**src/hdl/rename_pkg.sv**
```systemverilog
`default_nettype none

package rename_pkg;

  localparam int XLEN      = 32;
  localparam int ARCH_REGS = 32;
  localparam int REN_REGS  = 32;
  localparam int PHYS_REGS = 64;
  localparam int LANES     = 2;
  localparam int REG_IDX_W = 6;

  typedef struct packed {
    logic                 valid;
    logic                 tag;   // speculative instruction
    logic [REG_IDX_W-1:0] rd;
    logic [REG_IDX_W-1:0] rs_1;
    logic [REG_IDX_W-1:0] rs_2;
  } rename_req_t;

  typedef struct packed {
    logic [REG_IDX_W-1:0] rn;
    logic [REG_IDX_W-1:0] rs_1_map;
    logic [REG_IDX_W-1:0] rs_2_map;
  } rename_rsp_t;

  // arn of zero marks a result coming straight from execution
  typedef struct packed {
    logic                 reg_write;
    logic [REG_IDX_W-1:0] arn;
    logic [REG_IDX_W-1:0] rrn;
    logic [XLEN-1:0]      result;
  } wb_t;

  typedef struct packed {
    logic                 rd_en;
    logic [REG_IDX_W-1:0] src_1;
    logic [REG_IDX_W-1:0] src_2;
  } operand_req_t;

  typedef struct packed {
    logic [XLEN-1:0] data_1;
    logic            valid_1;
    logic [XLEN-1:0] data_2;
    logic            valid_2;
  } operand_t;

  typedef struct packed {
    logic [XLEN-1:0]      value;
    logic [REG_IDX_W-1:0] rrn;   // zero when the entry is not renamed
    logic                 valid;
    logic                 tag;
  } entry_t;

endpackage

`default_nettype wire
```
**src/hdl/rename_free_list.sv**
```systemverilog
`timescale 1ns/1ps
`default_nettype none

module rename_free_list import rename_pkg::*; (
  input  logic                 global_bus,
  input  logic                 rst_n,
  input  logic [REN_REGS-1:0]  grab_mask,
  input  logic [REN_REGS-1:0]  release_mask,
  output logic [REG_IDX_W-1:0] free_rn [LANES],
  output logic                 ren_ready
);

  logic [REN_REGS-1:0] free_map;  // one bit per rename register, set when free
  logic                found_0;
  logic                found_1;

  // pick the two lowest free bits, lane 0 gets the lower one
  always_comb begin
    found_0    = 1'b0;
    found_1    = 1'b0;
    free_rn[0] = '0;
    free_rn[1] = '0;
    for (int i = 0; i < REN_REGS; i++) begin
      if (free_map[i] && found_0 && !found_1) begin
        free_rn[1] = REG_IDX_W'(ARCH_REGS + i);
        found_1    = 1'b1;
      end
      if (free_map[i] && !found_0) begin
        free_rn[0] = REG_IDX_W'(ARCH_REGS + i);
        found_0    = 1'b1;
      end
    end
  end

  assign ren_ready = found_1;  // both lanes can always be served together

  always_ff @(posedge global_bus or negedge rst_n) begin
    if (!rst_n) begin
      free_map <= '1;
    end else begin
      free_map <= (free_map & ~grab_mask) | release_mask;
    end
  end

  // the register file may only take numbers that were offered as free
  a_grab_free: assert property (
    @(posedge global_bus) disable iff (!rst_n)
    (grab_mask & ~free_map) == '0
  ) else $error("rename register grabbed while not free");

  // a double release would hand the same number out twice
  a_release_busy: assert property (
    @(posedge global_bus) disable iff (!rst_n)
    (release_mask & free_map) == '0
  ) else $error("rename register released while already free");

endmodule

`default_nettype wire

```
**config.mk**
```make
export PLATFORM = sky130hd
export DESIGN_NAME = rename_free_list
export DESIGN_NICKNAME = d
export VERILOG_FILES = /design/src/hdl/rename_pkg.sv /design/src/hdl/rename_free_list.sv
export SDC_FILE = /design/constraint.sdc
export NUM_CORES = 1
export LEC_CHECK = 0
export ABC_AREA = 1
export BUFFER_PORTS_ARGS = -buffer_cell sky130_fd_sc_hd__buf_4
export CAP_MARGIN = 20
export CORE_MARGIN = 3
export CORE_UTILIZATION = 30
export DETAILED_ROUTE_END_ITERATION = 12
export PLACE_DENSITY = 0.64
export REMOVE_ABC_BUFFERS = 1
export SLEW_MARGIN = 0
export SYNTH_ARGS = -nofsm -noshare
export SYNTH_HDL_FRONTEND = slang
export SYNTH_SLANG_ARGS = --single-unit
```
**constraint.sdc**
```tcl
create_clock -name global_bus -period 3.55 [get_ports global_bus]
set_input_delay 0.8875 -clock global_bus [delete_from_list [all_inputs] [get_ports global_bus]]
set_output_delay 0.8875 -clock global_bus [all_outputs]
set_load 0.01 [all_outputs]
```
# Word-level counts from Yosys, hierarchy flattened
# Index checks and enable logic that the tools add are counted.
# word_totals
register_bits,32
latch_bits,0
ramBits,0
mem_bits_ro,0
output_inout_bits,13
mem_count,0
# classes
add_sub_neg,0
n_mul,0
div,0
magnitude_cmp,0
n_eq_ne,0
shifts,0
mux,125
n_bitwise,3
reduce_logical,153
# op_table
op,count
$mux W6,63
$logic_and A1 B1 Y1,92
$mux W1,62
$logic_not A1 Y1,61
$and A32 B32 Y32,1
$not A32 Y32,1
$or A32 B32 Y32,1

# Logic depth before layout (Yosys ltp)
# logic_depth
ltp_word,94
mapped_depth,23
mapped_depth_nobuf,23

# Worst setup path after synthesis
# No wires, ideal clock.
# synth_timing
path_kind,register to output
from,register free_map[0]
to,output port free_rn[1] in the netlist's numbering
t_arrival_ns,2.642
slack_ns,0.020
stages_incl_launch_ff,22
cell_sequence,dfstp_2 nor2_4 nand3_2 nor2_4 nand4_2 nor2_2 nand4_2 nor2_2 nand4_2 nor2_2 nand4_2 nor2_2 nand4_2 nor2_4 nand3_4 nor2_4 inv_2 nand2_2 inv_2 nor2_4 nand3_4 nand3b_1
# synth_lines
element,line_no,rtl
start: declaration,rename_free_list.sv:13,logic [REN_REGS-1:0] free_map;
start signal: assignment,rename_free_list.sv:41,free_map <= (free_map & ~grab_mask) | release_mask;
end: declaration,rename_free_list.sv:9,"output logic [REG_IDX_W-1:0] free_rn [LANES],"

==> metrics.md <==
| Metric | Value |
|---|---|
| Initial antenna violation count | `0` |
| Area of the multi-input gates | `around 1600 um^2` |
| Most frequent cells in the layout | `157 x buf_4, 50 x inv_1, 43 x nor2_1` |
| Synth unique cells | `30` |
| Per-cell routed wire length | `12.0 um` |
| Largest family of logic cells by synthesized area | `simple AND/OR/NAND/NOR gates` |
| Max-Cap Viols | `0` |
| Slew Limit Fails | `0` |
| Commonest non-fill, non-tap cell in the layout | `buf_4` |
| Setup ws final | `-720 ps` |
| Crit path kind | `flip-flop to output pin` |
| HP Class | `flip-flop to flip-flop` |
| Hold Path Depth | `2` |
| Simple-Gate Fraction of Synth Area | `41.9%` |
| Final ANT Viol Nets | `0` |
| RSZ-0062 raised after global routing | `yes` |
| Vias per inst | `4.66` |
| Leak | `2.15 nW` |
| Detailed-router iteration count before antenna repair | `4` |
| Crit. End Element | `output pin` |
| P&R area growth vs syn | `60.0%` |
| Final nets | `575` |
| Crit path launch type | `flip-flop` |
| Max reg flops | `32` |
| Vias | `2867` |
| Initial Utilization | `31.3%` |
| Worst rel slew slack | `67.4%` |
| Registers with the most flip-flops | `free_map x32` |
| GRT Total Usage | `15.4%` |
| Vias in the first global route | `2994` |
| Gpl congestion | `about 0.84` |
| Filler Cell Count | `792` |
| GRT overflow | `0` |
| Global-route wire length before repair | `12.7 mm` |
| Port bufs | `78` |
| Clock sink total | `32` |
| Worst Path Arrival | `about 3400 ps` |
| Mean area per synthesized cell | `7.63 um^2` |
| Clock Path Buffers | `2` |
| Clk_skew | `0 ps` |
| FF-to-FF setup slack | `2530 ps` |
| Sequential share of the synthesized area | `32.3%` |
| Final hold violations | `0` |
| Die Area | `just under 10000 um^2` |
| Final Util | `50.1%` |
| Dpl cells | `592` |
| Standard-cell row count | `33` |
| Setup violators final | `13` |
| Clock slew at reported path FFs | `70 ps` |
| Worst-Skew Late Latency | `290 ps` |
| Worst Hold End | `free_map[28]` |
| Die X | `99.1 um` |
| Post-Synthesis Cell Area | `around 2600 um^2` |
| Post-Synth Adder-Cell Area | `0%` |
| Xor and xnor area share after synthesis | `0%` |
| Hpwl dp | `6.08 mm` |
| Fmax | `234 MHz` |
| Power per cell area | `approximately 240 nW/um^2` |
| FF/Latch Area | `841 um^2` |
| Fin cells | `615` |
| Setup_tns | `-7890 ps` |
| Share of layout cells above drive strength 1 | `about 52%` |
| R2r startpoint | `free_map[2]` |
| H-tree levels | `2` |
| Max IR drop VDD | `107 uV` |
| Crit path required time | `2660 ps` |
| Num ports | `79` |
| Post-synthesis mux area share | `0%` |
| Yosys reg bits | `32` |
| Final min period | `approximately 4300 ps` |
| Slew @ Worst Pin | `477 ps` |
| Post-Route WL | `between 7 and 8 mm` |
| Final period util | `120%` |
| ANT cells | `0` |
| Syn Inst Count | `341` |
| R2R depth | `3` |
| DR iter-0 viols | `75` |
| DRC | `0` |
| Origin of the worst min-delay path | `free_map[28]` |
| Die H | `around 99 um` |
| Max FO, Critical Path | `6` |
| Core ar. | `a little over 8000 um^2` |
| Status | `finished with violations` |
| Root Buffer | `clkbuf_8` |
| Maximum number of pins on one net before global-route repair | `33` |
| Complex-gate fraction of the synthesized area | `17.2%` |
| Critical R2R Capture | `free_map[2]` |
| Synth Warn # | `0` |
| Violations in the final reports | `setup timing` |
| Largest Register | `free_map` |
| CTS tree | `yes` |
| Inserted Clock Buffers | `5` |
-- final cells by class --
cell class	instances	area share [%]
flip-flops and latches	32	20.2
repair buffers	161	29.6
multi-input cells	250	39.5
inverters	59	5.32
clock buffers	8	2.16
well taps	105	3.16
-- report_power, final --
part	total (W)	switching [W]	internal, W	leakage (nW)
Combinational	0.000268	0.000127	0.000141	1.76
Sequential	0.000434	0.0000247	0.000410	0.337
Clock	0.000301	0.000143	0.000158	0.0455
Total	0.00100	0.000295	0.000709	2.15
-- worst max-delay path, stage by stage (launching register included) --
cell     delay [ps]
dfstp_2         380
nor2_4          230
nand4_4         130
nor2_4          160
nand4_4         140
nor2_4          160
nand4_4         110
nor2_4          180
nand4_4         130
nor2_4          170
nand2_2          80
nand2_2          70
nand4_1         120
nor2_2          140
nand4_2         130
nor2_4          150
nand3_4          90
nor2_4          140
nand3_2         120
nand3_1         130
buf_4           130
-- synthesized netlist by cell type (all sizes together) --
library cell | count | area, um^2
a2111oi | 2 | 17.5
a211oi | 1 | 7.51
a21oi | 10 | 50.1
a311oi | 1 | 8.76
a31oi | 2 | 12.5
a41o | 2 | 20.0
dfstp | 32 | 841
inv | 59 | 221
nand2 | 47 | 194
nand3 | 38 | 238
nand3b | 4 | 30.0
nand4 | 21 | 218
nor2 | 69 | 374
nor3 | 5 | 25.0
nor4 | 1 | 6.26
o2111ai | 4 | 35.0
o211ai | 1 | 7.51
o21ai | 8 | 40.0
o21bai | 32 | 240
o221ai | 1 | 8.76
or3 | 1 | 6.26
-- worst max path at each step --
stage | slack, ps | cells past startpoint | to | from
2_1_floorplan | 20 | 21 | free_rn[1] | free_map[0]
3_3_place_gp | -320 | 22 | free_rn[1] | free_map[0]
3_5_place_dp | -380 | 22 | free_rn[2] | free_map[0]
4_1_cts | -670 | 22 | free_rn[2] | free_map[0]
5_1_grt | -1020 | 21 | free_rn[2] | free_map[0]
6_report | -720 | 20 | free_rn[2] | free_map[0]
-- logic make-up after synthesis --
family	Yosys count
AND/OR/NAND/NOR	186
buffers and inverters	59
flip-flops	32
AO/OA/AOI/OAI	64
-- per-stage QoR --
step                hold slack [ps]  cell area (um^2)  worst slack [ps]  power [W]
floorplan                       485              2600              20.1   0.000541
CTS                             521              4070              -666    0.00101
global route                    555              4160             -1020    0.00106
finish                          519              4160              -720    0.00100
detailed placement              510              3840              -385   0.000695
global placement                514              3840              -316   0.000689
-- routing by layer --
metal	up-vias	wire length, um	global-route usage (%)
met4	0	135	5.04
met1	1314	3250	18.6
met5	-	0	0
met2	54	3760	28.0
li1	1489	-	-
met3	10	245	2.10
-- timing repair --
action                                  4_1_cts  5_1_grt
hold buffers                                  0        0
endpoints found under the setup margin       13       13
gates resized for setup                      14       13
setup buffers                                 9        6
pin swaps                                     0        4
Note: power is estimated with default switching activity, not from simulation.
